### src/hw/ldq_defines.svh
`ifndef LDQ_DEFINES_SVH
`define LDQ_DEFINES_SVH

// load queue geometry
`define LDQ_SIZE   4

// neighbour queues in the load unit
`define LRQ_SIZE   4
`define STQ_SIZE   4

// core side widths
`define CMT_ID_W   6
`define RNID_W     6
`define BRTAG_NUM  4  // also the mask width

`define PHY_WR_NUM 2  // register write buses

`endif

### src/hw/ldq_core_pkg.sv
`default_nettype none

`include "ldq_defines.svh"

package ldq_core_pkg;

  typedef logic [`CMT_ID_W-1:0]          cmt_id_t;
  typedef logic [`RNID_W-1:0]            rnid_t;
  typedef logic [$clog2(`BRTAG_NUM)-1:0] brtag_t;
  typedef logic [`BRTAG_NUM-1:0]         br_mask_t;

  // dispatched load, operands and branch dependence
  typedef struct packed {
    logic     rs1_valid;
    rnid_t    rs1_rnid;
    logic     rs2_valid;
    rnid_t    rs2_rnid;
    br_mask_t br_mask;
  } disp_t;

  // retirement of one instruction
  typedef struct packed {
    logic    valid;
    cmt_id_t cmt_id;
    logic    flush;  // flush everything but this one
  } commit_t;

  typedef struct packed {
    logic   update;
    logic   mispredict;
    brtag_t brtag;
  } br_upd_t;

  // register write result
  typedef struct packed {
    logic  valid;
    rnid_t rnid;
  } phy_wr_t;

endpackage

`default_nettype wire

### src/hw/ldq_lsu_pkg.sv
`default_nettype none

`include "ldq_defines.svh"

package ldq_lsu_pkg;

  import ldq_core_pkg::*;

  typedef logic [$clog2(`LDQ_SIZE)-1:0] ldq_idx_t;
  typedef logic [`LRQ_SIZE-1:0]         lrq_oh_t;
  typedef logic [`STQ_SIZE-1:0]         stq_oh_t;

  typedef enum logic [3:0] {
    LDQ_INIT,
    LDQ_ISSUE_WAIT,
    LDQ_ISSUED,
    LDQ_TLB_HAZ,
    LDQ_EX2_RUN,
    LDQ_LRQ_CONFLICT,
    LDQ_LRQ_FULL,
    LDQ_STQ_HAZ,
    LDQ_WAIT_COMPLETE,
    LDQ_DEAD
  } ldq_state_t;

  typedef enum logic [2:0] {
    HAZ_NONE,
    HAZ_L1D_CONFLICT,
    HAZ_LRQ_CONFLICT,
    HAZ_LRQ_FULL,
    HAZ_STQ_DEPEND,
    HAZ_LRQ_ASSIGNED
  } hazard_t;

  typedef struct packed {
    logic     valid;
    ldq_idx_t idx;
    logic     tlb_miss;
  } ex1_upd_t;

  typedef struct packed {
    logic     valid;
    ldq_idx_t idx;
    hazard_t  hazard;
    lrq_oh_t  lrq_oh;
    stq_oh_t  stq_haz;  // older stores the load waits on
  } ex2_upd_t;

  typedef struct packed {
    logic    valid;
    lrq_oh_t resolve_oh;
    lrq_oh_t entry_valids;
  } lrq_resolve_t;

  typedef struct packed {
    logic    valid;
    stq_oh_t resolve_oh;
  } stq_resolve_t;

  typedef struct packed {
    ldq_state_t state;
    cmt_id_t    cmt_id;
    br_mask_t   br_mask;
    logic       rs1_valid;
    rnid_t      rs1_rnid;
    logic       rs1_ready;
    logic       rs2_valid;
    rnid_t      rs2_rnid;
    logic       rs2_ready;
    lrq_oh_t    lrq_haz_oh;
    stq_oh_t    stq_haz;
  } ldq_entry_t;

endpackage

`default_nettype wire

### src/hw/ldq.sv
`timescale 1ns/100ps
`default_nettype none

`include "ldq_defines.svh"

module ldq
  import ldq_core_pkg::*, ldq_lsu_pkg::*;
(
  input  logic         i_clk,
  input  logic         i_reset_n,

  input  logic         i_disp_valid,
  input  disp_t        i_disp,
  input  cmt_id_t      i_disp_cmt_id,

  input  phy_wr_t      i_phy_wr [`PHY_WR_NUM],
  input  logic         i_pipe_ready,

  input  ex1_upd_t     i_ex1,
  input  ex2_upd_t     i_ex2,
  input  logic         i_tlb_resolve,
  input  lrq_resolve_t i_lrq_resolve,
  input  logic         i_lrq_full,
  input  stq_resolve_t i_stq_resolve,

  input  commit_t      i_commit,
  input  br_upd_t      i_br_upd,

  output logic         o_issue_valid,
  output ldq_idx_t     o_issue_idx,
  output cmt_id_t      o_issue_cmt_id,
  output logic         o_finish_valid,
  output cmt_id_t      o_finish_cmt_id,
  output logic         o_full
);

  logic [`LDQ_SIZE-1:0] w_free;
  logic [`LDQ_SIZE-1:0] w_ready;
  logic [`LDQ_SIZE-1:0] w_finish;
  logic [`LDQ_SIZE-1:0] w_alloc_oh;
  logic [`LDQ_SIZE-1:0] w_issue_oh;
  cmt_id_t              w_cmt_id [`LDQ_SIZE];

  for (genvar g_idx = 0; g_idx < `LDQ_SIZE; g_idx++) begin : g_entry
    ldq_entry u_entry (
      .i_clk         (i_clk),
      .i_reset_n     (i_reset_n),
      .i_disp_load   (i_disp_valid & w_alloc_oh[g_idx]),  // lost when full
      .i_disp        (i_disp),
      .i_disp_cmt_id (i_disp_cmt_id),
      .i_phy_wr      (i_phy_wr),
      .i_picked      (w_issue_oh[g_idx]),
      .i_ex1         (i_ex1),
      .i_ex2         (i_ex2),
      .i_my_idx      (ldq_idx_t'(g_idx)),
      .i_tlb_resolve (i_tlb_resolve),
      .i_lrq_resolve (i_lrq_resolve),
      .i_lrq_full    (i_lrq_full),
      .i_stq_resolve (i_stq_resolve),
      .i_commit      (i_commit),
      .i_br_upd      (i_br_upd),
      .o_ready       (w_ready[g_idx]),
      .o_free        (w_free[g_idx]),
      .o_finish      (w_finish[g_idx]),
      .o_cmt_id      (w_cmt_id[g_idx])
    );
  end

  ldq_select u_select (
    .i_free        (w_free),
    .i_ready       (w_ready),
    .i_pipe_ready  (i_pipe_ready),
    .o_alloc_oh    (w_alloc_oh),
    .o_full        (o_full),
    .o_issue_oh    (w_issue_oh),
    .o_issue_valid (o_issue_valid),
    .o_issue_idx   (o_issue_idx)
  );

  assign o_finish_valid = |w_finish;

  // one-hot and-or muxes, at most one finisher per commit id
  always_comb begin
    o_issue_cmt_id  = '0;
    o_finish_cmt_id = '0;
    for (int i = 0; i < `LDQ_SIZE; i++) begin
      o_issue_cmt_id  |= w_issue_oh[i] ? w_cmt_id[i] : '0;
      o_finish_cmt_id |= w_finish[i] ? w_cmt_id[i] : '0;
    end
  end

endmodule

`default_nettype wire

### src/hw/ldq_entry.sv
`timescale 1ns/100ps
`default_nettype none

`include "ldq_defines.svh"

module ldq_entry
  import ldq_core_pkg::*, ldq_lsu_pkg::*;
(
  input  logic         i_clk,
  input  logic         i_reset_n,

  input  logic         i_disp_load,
  input  disp_t        i_disp,
  input  cmt_id_t      i_disp_cmt_id,

  input  phy_wr_t      i_phy_wr [`PHY_WR_NUM],

  input  logic         i_picked,
  input  ex1_upd_t     i_ex1,
  input  ex2_upd_t     i_ex2,
  input  ldq_idx_t     i_my_idx,

  input  logic         i_tlb_resolve,
  input  lrq_resolve_t i_lrq_resolve,
  input  logic         i_lrq_full,
  input  stq_resolve_t i_stq_resolve,

  input  commit_t      i_commit,
  input  br_upd_t      i_br_upd,

  output logic         o_ready,
  output logic         o_free,
  output logic         o_finish,
  output cmt_id_t      o_cmt_id
);

  ldq_entry_t r_entry;
  ldq_entry_t w_entry_next;

  rnid_t   w_rs1_rnid;
  rnid_t   w_rs2_rnid;
  logic    w_rs1_hit;
  logic    w_rs2_hit;
  logic    w_rs1_ready_now;
  logic    w_rs2_ready_now;

  logic    w_occupied;
  logic    w_br_flush;
  logic    w_disp_br_flush;
  logic    w_commit_flush;
  logic    w_flush;
  logic    w_own_commit;
  logic    w_ex1_hit;
  logic    w_ex2_hit;
  logic    w_lrq_resolve_match;
  stq_oh_t w_stq_haz_next;

  function automatic logic wr_bus_hit(input rnid_t rnid, input phy_wr_t wr [`PHY_WR_NUM]);
    logic hit;
    hit = 1'b0;
    for (int i = 0; i < `PHY_WR_NUM; i++) begin
      hit |= wr[i].valid & (wr[i].rnid == rnid);
    end
    return hit;
  endfunction

  // dispatching entry looks at the incoming ids
  assign w_rs1_rnid = i_disp_load ? i_disp.rs1_rnid : r_entry.rs1_rnid;
  assign w_rs2_rnid = i_disp_load ? i_disp.rs2_rnid : r_entry.rs2_rnid;
  assign w_rs1_hit  = wr_bus_hit(w_rs1_rnid, i_phy_wr);
  assign w_rs2_hit  = wr_bus_hit(w_rs2_rnid, i_phy_wr);

  assign w_rs1_ready_now = !r_entry.rs1_valid | r_entry.rs1_ready | w_rs1_hit;
  assign w_rs2_ready_now = !r_entry.rs2_valid | r_entry.rs2_ready | w_rs2_hit;

  assign w_occupied      = r_entry.state != LDQ_INIT;
  assign w_br_flush      = i_br_upd.update & i_br_upd.mispredict &
                           r_entry.br_mask[i_br_upd.brtag] & w_occupied;
  assign w_disp_br_flush = i_br_upd.update & i_br_upd.mispredict &
                           i_disp.br_mask[i_br_upd.brtag];
  assign w_commit_flush  = i_commit.valid & i_commit.flush &
                           (i_commit.cmt_id != r_entry.cmt_id) & w_occupied;
  assign w_flush         = w_br_flush | w_commit_flush;
  assign w_own_commit    = i_commit.valid & (i_commit.cmt_id == r_entry.cmt_id);

  assign w_ex1_hit = i_ex1.valid & (i_ex1.idx == i_my_idx);
  assign w_ex2_hit = i_ex2.valid & (i_ex2.idx == i_my_idx);

  // conflicting request already done in the same cycle
  assign w_lrq_resolve_match = i_lrq_resolve.valid &
                               (i_lrq_resolve.resolve_oh == i_ex2.lrq_oh);

  assign w_stq_haz_next = i_stq_resolve.valid ? r_entry.stq_haz & ~i_stq_resolve.resolve_oh :
                                                r_entry.stq_haz;

  assign o_ready  = (r_entry.state == LDQ_ISSUE_WAIT) & !w_flush &
                    w_rs1_ready_now & w_rs2_ready_now;
  assign o_free   = !w_occupied;
  assign o_finish = w_own_commit &
                    ((r_entry.state == LDQ_WAIT_COMPLETE) | (r_entry.state == LDQ_DEAD));
  assign o_cmt_id = r_entry.cmt_id;

  always_ff @(posedge i_clk, negedge i_reset_n) begin
    if (!i_reset_n) begin
      r_entry       <= '0;
      r_entry.state <= LDQ_INIT;
    end else begin
      r_entry <= w_entry_next;
    end
  end

  always_comb begin
    w_entry_next = r_entry;
    w_entry_next.rs1_ready = r_entry.rs1_ready | w_rs1_hit;
    w_entry_next.rs2_ready = r_entry.rs2_ready | w_rs2_hit;

    case (r_entry.state)
      LDQ_INIT: begin
        if (i_disp_load) begin
          w_entry_next.state      = w_disp_br_flush ? LDQ_DEAD : LDQ_ISSUE_WAIT;
          w_entry_next.cmt_id     = i_disp_cmt_id;
          w_entry_next.br_mask    = i_disp.br_mask;
          w_entry_next.rs1_valid  = i_disp.rs1_valid;
          w_entry_next.rs1_rnid   = i_disp.rs1_rnid;
          w_entry_next.rs1_ready  = w_rs1_hit;
          w_entry_next.rs2_valid  = i_disp.rs2_valid;
          w_entry_next.rs2_rnid   = i_disp.rs2_rnid;
          w_entry_next.rs2_ready  = w_rs2_hit;
          w_entry_next.lrq_haz_oh = '0;
          w_entry_next.stq_haz    = '0;
        end
      end
      LDQ_ISSUE_WAIT: begin
        if (w_flush) begin
          w_entry_next.state = LDQ_DEAD;
        end else if (o_ready & i_picked) begin
          w_entry_next.state = LDQ_ISSUED;
        end
      end
      LDQ_ISSUED: begin
        if (w_flush) begin
          w_entry_next.state = LDQ_DEAD;
        end else if (w_ex1_hit) begin
          w_entry_next.state = i_ex1.tlb_miss ? LDQ_TLB_HAZ : LDQ_EX2_RUN;
        end
      end
      LDQ_TLB_HAZ: begin
        if (w_flush) begin
          w_entry_next.state = LDQ_DEAD;
        end else if (i_tlb_resolve) begin
          w_entry_next.state = LDQ_ISSUE_WAIT;
        end
      end
      LDQ_EX2_RUN: begin
        if (w_flush) begin
          w_entry_next.state = LDQ_DEAD;
        end else if (w_ex2_hit) begin
          w_entry_next.lrq_haz_oh = i_ex2.lrq_oh;
          w_entry_next.stq_haz    = i_ex2.stq_haz;
          case (i_ex2.hazard)
            HAZ_NONE:         w_entry_next.state = LDQ_WAIT_COMPLETE;
            HAZ_LRQ_CONFLICT: w_entry_next.state = w_lrq_resolve_match ? LDQ_ISSUE_WAIT :
                                                                         LDQ_LRQ_CONFLICT;
            HAZ_LRQ_FULL:     w_entry_next.state = LDQ_LRQ_FULL;
            HAZ_STQ_DEPEND:   w_entry_next.state = LDQ_STQ_HAZ;
            // l1d conflict, lrq assigned: rerun at once
            default:          w_entry_next.state = LDQ_ISSUE_WAIT;
          endcase
        end
      end
      LDQ_LRQ_CONFLICT: begin
        if (w_flush) begin
          w_entry_next.state = LDQ_DEAD;
        end else if (i_lrq_resolve.valid &&
                     i_lrq_resolve.resolve_oh == r_entry.lrq_haz_oh) begin
          w_entry_next.state = LDQ_ISSUE_WAIT;
        end else if (~|(i_lrq_resolve.entry_valids & r_entry.lrq_haz_oh)) begin
          w_entry_next.state = LDQ_ISSUE_WAIT;  // blocking request gone
        end
      end
      LDQ_LRQ_FULL: begin
        if (w_flush) begin
          w_entry_next.state = LDQ_DEAD;
        end else if (!i_lrq_full) begin
          w_entry_next.state = LDQ_ISSUE_WAIT;
        end
      end
      LDQ_STQ_HAZ: begin
        if (w_flush) begin
          w_entry_next.state = LDQ_DEAD;
        end else begin
          w_entry_next.stq_haz = w_stq_haz_next;
          if (w_stq_haz_next == '0) begin
            w_entry_next.state = LDQ_ISSUE_WAIT;
          end
        end
      end
      LDQ_WAIT_COMPLETE, LDQ_DEAD: begin
        if (w_own_commit) begin
          w_entry_next.state  = LDQ_INIT;
          w_entry_next.cmt_id = '0;  // keep stale id off the commit compare
        end
      end
      default: w_entry_next.state = LDQ_INIT;
    endcase

    // resolved branch no longer guards this load
    if (i_br_upd.update) begin
      w_entry_next.br_mask[i_br_upd.brtag] = 1'b0;
    end
  end

endmodule

`default_nettype wire

### src/hw/ldq_select.sv
`timescale 1ns/100ps
`default_nettype none

`include "ldq_defines.svh"

module ldq_select
  import ldq_lsu_pkg::*;
(
  input  logic [`LDQ_SIZE-1:0] i_free,
  input  logic [`LDQ_SIZE-1:0] i_ready,
  input  logic                 i_pipe_ready,

  output logic [`LDQ_SIZE-1:0] o_alloc_oh,
  output logic                 o_full,
  output logic [`LDQ_SIZE-1:0] o_issue_oh,
  output logic                 o_issue_valid,
  output ldq_idx_t             o_issue_idx
);

  logic [`LDQ_SIZE-1:0] w_ready_oh;

  // isolate the lowest set bit
  function automatic logic [`LDQ_SIZE-1:0] lowest_oh(input logic [`LDQ_SIZE-1:0] req);
    return req & (~req + 1'b1);
  endfunction

  assign o_alloc_oh = lowest_oh(i_free);
  assign o_full     = ~|i_free;

  assign w_ready_oh    = lowest_oh(i_ready);
  assign o_issue_oh    = i_pipe_ready ? w_ready_oh : '0;
  assign o_issue_valid = i_pipe_ready & |i_ready;

  always_comb begin
    o_issue_idx = '0;
    for (int i = 0; i < `LDQ_SIZE; i++) begin
      if (w_ready_oh[i]) begin
        o_issue_idx = ldq_idx_t'(i);
      end
    end
  end

endmodule

`default_nettype wire

### config.mk
export PLATFORM = sky130hd
export DESIGN_NAME = ldq
export DESIGN_NICKNAME = d
export VERILOG_FILES = /design/src/hw/ldq_core_pkg.sv /design/src/hw/ldq_lsu_pkg.sv /design/src/hw/ldq.sv /design/src/hw/ldq_entry.sv /design/src/hw/ldq_select.sv
export VERILOG_INCLUDE_DIRS = /design/src /design/src/hw
export SDC_FILE = /design/constraint.sdc
export NUM_CORES = 1
export LEC_CHECK = 0
export ABC_AREA = 0
export BUFFER_PORTS_ARGS = -buffer_cell sky130_fd_sc_hd__buf_4
export CORE_MARGIN = 2
export CORE_UTILIZATION = 26
export DETAILED_ROUTE_END_ITERATION = 7
export PLACE_DENSITY = 0.49
export SETUP_SLACK_MARGIN = 0.15
export SLEW_MARGIN = 10
export SYNTH_ARGS = -nofsm -noshare
export SYNTH_HDL_FRONTEND = slang
export SYNTH_SLANG_ARGS = --single-unit
export TNS_END_PERCENT = 10
### constraint.sdc
create_clock -name i_clk -period 3.8 [get_ports i_clk]
set_input_delay 0 -clock i_clk [delete_from_list [all_inputs] [get_ports i_clk]]
set_output_delay 0 -clock i_clk [all_outputs]
set_load 0.02 [all_outputs]
======== Word-level counts from Yosys, hierarchy flattened ========
Index checks and enable logic that the tools add are counted.
word-level totals
  logic and storage cells ................. 525
  flip-flop bits (word level) ............. 152
  output and inout bits ................... 17
  bits of input ports ..................... 88
cells by class
  $add $sub $neg .......................... 2
  equality and inequality tests ........... 122
  multiplexer cells ....................... 138
  bitwise operators ....................... 137
  $lt $le $gt $ge ......................... 2
  reduce and logical (&&, ||, !) cells .... 80
operator list
  operator              number
  $mux W4               68
  $mux W38              4
  $pmux W4 S9           4
  $eq A6 B6 Y1          20
  $mux W6               16
  $mux W20              4
  $and A1 B1 Y1         73
  $eq A4 B3 Y1 const B  16
  $mux W8               8
  $and A4 B4 Y4         14
  $pmux W4 S3           4
  $pmux W6 S2           4
  $mux W10              4
  $or A1 B1 Y1          40
  $ne A3 B1 Y1 const B  12
  $ne A3 B2 Y1 const B  12
  $or A6 B6 Y6          6
  $reduce_and A9 Y1     4
  $eq A4 B2 Y1 const B  8
  $eq A4 B4 Y1 const B  8
  $logic_not A4 Y1      8
  $pmux W4 S2           4
  $reduce_or A4 Y1      7
  $ne A2 B1 Y1 const B  12
  31 further kinds      121

======== Longest topological paths before layout ========
  word-level depth ........................ 21
  gate-level depth with buffers ........... 14
  gate-level depth less buffers ........... 9

======== By module ========
A second synthesis with hierarchy kept.
unflattened totals
  cells, all modules ...................... 1358
  area, all modules ....................... 11506.0 um^2
by module, submodules not included
  module                               times used  sequential area each (um^2)  area an instance (um^2)  cells an instance
  ldq_entry at g_entry[0].u_entry ...  3           950.9                        2783.9                   323
  ldq_entry at g_entry[3].u_entry      1           950.9                        2770.2                   330
  ldq                                  1           0.0                          265.3                    43
  ldq_select                           1           0.0                          118.9                    16

======== Least setup slack after synthesis ========
OpenSTA, ideal clock, no wires.
  path type ............................... register to output
  from .................................... reg g_entry[1].u_entry.r_entry[35] (netlist bit)
  to ...................................... out o_issue_cmt_id[0]
  arrival time ............................ 3.107 ns
  stages on the path, launching flop included .. 12
  buffers on the path ..................... 2
  setup slack ............................. 0.693 ns
  required time ........................... 3.800 ns
  cell sequence ........................... dfrtp_1 or4_1 buf_2 nand3_4 mux2_2 xnor2_1 o41ai_4 o221ai_2 nor4b_4 and2_1 buf_6 a221o_1
on the way
  cells in the longest elaborated chain, start to end .. 21
  elaborated cells between the ends (all ways) .. 72
  those cells by class .................... add/sub (2); eq/ne (13); mux (10); bitwise (44); reduce/logical (3)
RTL lines
  element                     line              text
  from (decl)                 ldq_entry.sv:37   ldq_entry_t r_entry;
  from (signal assigned)      ldq_entry.sv:108  r_entry <= w_entry_next;
  $reduce_bool A4 Y1          ldq_entry.sv:76   assign w_occupied = r_entry.state != LDQ_INIT;
  $logic_not A1 Y1            ldq_entry.sv:98   assign o_free = !w_occupied;
  $not A4 Y4                  ldq_select.sv:24  return req & (~req + 1'b1);
  $add A4 B1 Y4               ldq_select.sv:24
  $and A4 B4 Y4               ldq_select.sv:24
  $and A1 B1 Y1               ldq.sv:48         .i_disp_load (i_disp_valid & w_alloc_oh[g_idx]),
  $mux W6                     ldq_entry.sv:68   assign w_rs1_rnid = i_disp_load ? i_disp.rs1_rnid : r_entry.rs1_rnid;
  $eq A6 B6 Y1                ldq_entry.sv:62   hit |= wr[i].valid & (wr[i].rnid == rnid);
  (+4 left out)               -
  $and A1 B1 Y1               ldq_entry.sv:97   w_rs1_ready_now & w_rs2_ready_now;
  $not A4 Y4                  ldq_select.sv:24
  $add A4 B1 Y4               ldq_select.sv:24
  $and A4 B4 Y4 (*)           ldq_select.sv:24
  $mux W4 (*)                 ldq_select.sv:31  assign o_issue_oh = i_pipe_ready ? w_ready_oh : '0;
  $mux W6                     ldq.sv:87         o_issue_cmt_id |= w_issue_oh[i] ? w_cmt_id[i] : '0;
  $or A6 B6 Y6 (2 in series)  ldq.sv:87
  $or A6 B6 Y6 (*)            ldq.sv:87
  to (decl)                   ldq.sv:31         output cmt_id_t o_issue_cmt_id,
Mark *: on every way between the ends. The rest lies on a longest branch, timed or not.

======== Worst setup path in the final report ========
  from .................................... reg g_entry[2].u_entry.r_entry[37] (netlist bit)
  to ...................................... out o_issue_cmt_id[2]
on the way
  cells in the longest elaborated chain, start to end .. 20
  elaborated cells between the ends (all ways) .. 53
  those cells by class .................... add/sub (2); eq/ne (9); mux (7); bitwise (32); reduce/logical (3)
RTL lines
  element                 line
  from (decl)             ldq_entry.sv:37
  from (signal assigned)  ldq_entry.sv:108
  $reduce_bool A4 Y1      ldq_entry.sv:76
  $logic_not A1 Y1        ldq_entry.sv:98
  $not A4 Y4              ldq_select.sv:24
  $add A4 B1 Y4           ldq_select.sv:24
  $and A4 B4 Y4           ldq_select.sv:24
  $and A1 B1 Y1           ldq.sv:48
  $mux W6                 ldq_entry.sv:68
  $eq A6 B6 Y1            ldq_entry.sv:62
  (+4 left out)           -
  $and A1 B1 Y1           ldq_entry.sv:97
  $not A4 Y4              ldq_select.sv:24
  $add A4 B1 Y4           ldq_select.sv:24
  $and A4 B4 Y4 (*)       ldq_select.sv:24
  $mux W4 (*)             ldq_select.sv:31
  $mux W6                 ldq.sv:87
  $or A6 B6 Y6            ldq.sv:87
  $or A6 B6 Y6 (*)        ldq.sv:87
Marked as above.

==> metrics.md <==
| Metric | Value |
|---|---|
| Kind of end point of the critical path | output pin |
| Pwr/cell area | 724 mW/mm^2 |
| Commonest cells after routing, fill and taps aside | buf_4 (195), nand2_1 (190), dfrtp_1 (150), o21ai_0 (84), xnor2_1 (70) |
| Clock Path Buffers | 2 |
| Initial antenna violation count | 0 |
| Worst Clk Skew | 0.0105 ns |
| Pre-CTS setup slack | 0.110 ns |
| Placed Instances | 1872 |
| DIE AREA | 0.0430 sq mm |
| H-tree depth | 4 |
| Critical path's top delay family | simple AND/OR/NAND/NOR gates |
| CTS tree | yes |
| Status | completed |
| Mapped Nets | 1342 |
| Mapped Avg Cell Area | 8.57 sq um |
| Final wirelength | 42.1 mm |
| Reg-to-reg slack, setup | 0.38 ns |
| Layout cell share with drive strength beyond 1 | 22.1% |
| Setup TNS | 0 ns |
| WS Path Type | flip-flop to output pin |
| Worst hold-check path type | input pin to flip-flop |
| YS warnings | 0 |
| CTS buffer count | 17 |
| Fin Hold WS | 0.0254 ns |
| Main synth FF type | dfrtp_1 |
| Hold Path Sink | g_entry[1].u_entry.r_entry[24] |
| Seq/Total Area, Yosys | 35.4% |
| Vias in the first global route | 10700 |
| P&R area growth vs syn | 28.5% |
| I/O pins | 105 |
| Worst Hold Launch | i_br_upd[0] |
| Largest net degree at the start of global routing | 87 |
| 1st-iter DRT viols | 994 |
| Clk slew on worst S/H paths | 0.06 ns |
| Post-synthesis register bit count | 152 |
| First-pass GRT wire length | 65.6 mm |
| GR Overflow Total | 0 |
| Static leakage | 5.89 nW |
| Critical Path Max Stage Delay | 0.49 ns |
| Crit path top cell by count | buf_4 |
| EDFF count, synth | 0 |
| Routed Antenna Nets | 0 |
| Crit path time final | 3.74 ns |
| Worst r2r dst | g_entry[3].u_entry.r_entry[34] |
| Critical Path Source | g_entry[2].u_entry.r_entry[37] |
| Post-DR vias/cell | 5.45 |
| Chip Width | 207 microns |
| Max Slew Vio Count | 0 |
| Final core utilization | 33.8% |
| CP startpoint kind | flip-flop |
| Max Freq | 267 MHz |
| CP Buf/Inv Count | 4 |
| Clk sinks | 152 |
| Total number of vias | 10800 |
| FF/Latch Area | 0.00381 sq mm |
| Number of diodes | 0 |
| Max-slew headroom | 37.3% |
| Required time of the worst setup path | 3.80 ns |
| Skew-Pair Late Insertion Delay | 0.45 ns |
| Worst R2R Path Depth | 11 |
| Period utilization | 98.5% |
| Layout Nets | 1522 |
| Final worst slack | 0.0567 ns |
| Drt drc | 0 |
| Gpl congestion | 0.917 |
| Worst hold path depth | 3 |
| Final std cells w/o fill | 1979 |
| Chip Height | 207 microns |
| Initial Util | 26.3% |
| Crit-path slowest cell | nor4_1 |
| Yosys cell types | 91 |
| Drt first pass iters | 5 |
| Most common cell after layout, fill and taps aside | buf_4 |
| CP max FO | 11 |
| Maximum VDD drop | 0.000369 V |
| Crit-path cells | buf_4 -> nor4_4 -> buf_4 -> nand3_4 -> buf_12 -> nor4_1 -> o221ai_1 -> o41ai_4 -> o221ai_2 -> nor4b_4 -> and2_4 -> a221o_1 -> buf_4 |
| Final-report hold violation count | 0 |
| Post-detail-place hpwl | 30.5 mm |
| Worst EP arrival | 3.74 ns |
| Worst-margin pin slew | 0.927 ns |
| FP Rows | 74 |
| Unrepaired setup endpoints after global routing | yes |
| Number of buffers added on ports | 104 |
| Mapped Cells | 1254 |
| Core area | 0.0408 sq mm |
| Max Cap Violations | 0 |
| Area occupied by multi-input gates | 0.00660 sq mm |
| All-Layer GR Usage | 19.6% |
| Root Driver | clkbuf_16 |
| Count of final setup violators | 0 |
| Synth async-reset ratio | 100% |
| WL/cell | 21.3 microns |
| R2r startpoint | g_entry[2].u_entry.r_entry[34] |
| Mapped Area | 0.0108 sq mm |
| Layout fillers | 4235 |
-- sequential cells by signal (all words and copies together), names as in the netlist --
signal	flops
g_entry.u_entry.o_cmt_id	24
g_entry.u_entry.r_entry	128
-- area by class of cell --
cell class	instances	share of cell area (%)
tap	532	4.82
clock inverter	13	0.788
timing repair buffer	243	14.4
clock buffer	19	3.28
sequential	152	27.5
inverter	54	1.47
multi-input combinational	966	47.7
-- layer usage --
metal / wire, microns / track usage [%] / up-vias / share of wire [%]
met5: 0 / 0 / - / 0
met4: 911 / 5.32 / 0 / 2.2
met3: 2490 / 3.42 / 64 / 5.9
met2: 19600 / 31.3 / 419 / 47
met1: 19000 / 27.2 / 5356 / 45
li1: - / - / 4942 / -
-- logic make-up (layout without fill, tap and decap cells) --
| kind of cell | Yosys count | in the layout | share of synthesized area [%] |
|---|---|---|---|
| AOI/OAI and AO/OA | 362 | 362 | 24.0 |
| muxes | 33 | 33 | 3.87 |
| adders and majority gates | 1 | 1 | 0.0931 |
| xor gates and xnor gates | 114 | 114 | 9.29 |
| buffers and inverters | 136 | 329 | 5.26 |
| and+or+nand+nor | 456 | 456 | 22.1 |
| DFF | 152 | 152 | 35.4 |
-- metrics by stage --
step / area, sq um / power, mW
global placement: 12300 / 7.72
detailed placement: 12300 / 7.75
CTS: 13700 / 9.88
floorplan: 10800 / 6.06
finish: 13800 / 10.0
global route: 13800 / 10.7
-- worst min-delay path, stage by stage --
cell and delay, ns:
buf_4 0.17, nor2_1 0.13, a21oi_1 0.12
-- cell usage after synthesis, types with 6 or more instances --
| cell | number | area share (%) |
|---|---|---|
| nand2b_1 | 31 | 1.8 |
| nand3_1 | 35 | 1.6 |
| nor3_1 | 38 | 1.8 |
| nor2b_1 | 12 | 0.70 |
| o221ai_1 | 10 | 0.81 |
| xor2_1 | 43 | 3.5 |
| or4_1 | 9 | 0.63 |
| nor2_1 | 40 | 1.4 |
| dfrtp_1 | 152 | 35 |
| mux2_2 | 14 | 1.5 |
| a211oi_1 | 6 | 0.42 |
| a21o_1 | 22 | 1.5 |
| a22o_1 | 47 | 3.8 |
| a22oi_1 | 22 | 1.5 |
| buf_2 | 17 | 0.79 |
| and3_1 | 9 | 0.52 |
| buf_1 | 9 | 0.31 |
| o31ai_1 | 8 | 0.56 |
| o21ai_0 | 87 | 4.0 |
| nand4_1 | 16 | 0.93 |
| a221o_1 | 10 | 0.93 |
| a221oi_1 | 10 | 0.81 |
| nand2_1 | 190 | 6.6 |
| a21oi_1 | 51 | 2.4 |
| o21ai_1 | 12 | 0.56 |
| inv_1 | 52 | 1.8 |
| mux2i_1 | 12 | 1.1 |
| xnor2_1 | 71 | 5.8 |
| o22ai_1 | 8 | 0.47 |
| clkbuf_1 | 50 | 1.7 |
| o211ai_1 | 6 | 0.42 |
| o32ai_1 | 7 | 0.57 |
| and2_1 | 10 | 0.58 |
| nor4_1 | 25 | 1.5 |
| nor4b_1 | 7 | 0.57 |
| o2111ai_1 | 8 | 0.65 |
-- where the power goes --
group | switching [mW] | total, mW | internal [mW] | leakage (nW)
logic | 3.00 | 5.46 | 2.45 | 3.65
registers | 0.631 | 2.89 | 2.26 | 1.97
clock network | 0.776 | 1.66 | 0.886 | 0.269
-- worst max path at each step --
stage | endpoint | slack (ns) | depth (start not counted)
2_1_floorplan | o_issue_cmt_id[0] | 0.69 | 11
3_3_place_gp | o_issue_cmt_id[0] | 0.18 | 12
3_5_place_dp | o_issue_cmt_id[5] | 0.11 | 12
4_1_cts | o_issue_cmt_id[0] | 0.09 | 11
5_1_grt | o_issue_cmt_id[1] | -0.05 | 13
6_report | o_issue_cmt_id[2] | 0.06 | 13
-- timing repair --
action / CTS / global route
gates resized for setup: 38 / 20
buffers inserted: 33 / 6
setup endpoints to repair: 9 / 9
hold endpoints to repair: 200 / 0
hold buffers: 36 / 0
pin swaps: 20 / 10
(Power assumes the default switching activity.)
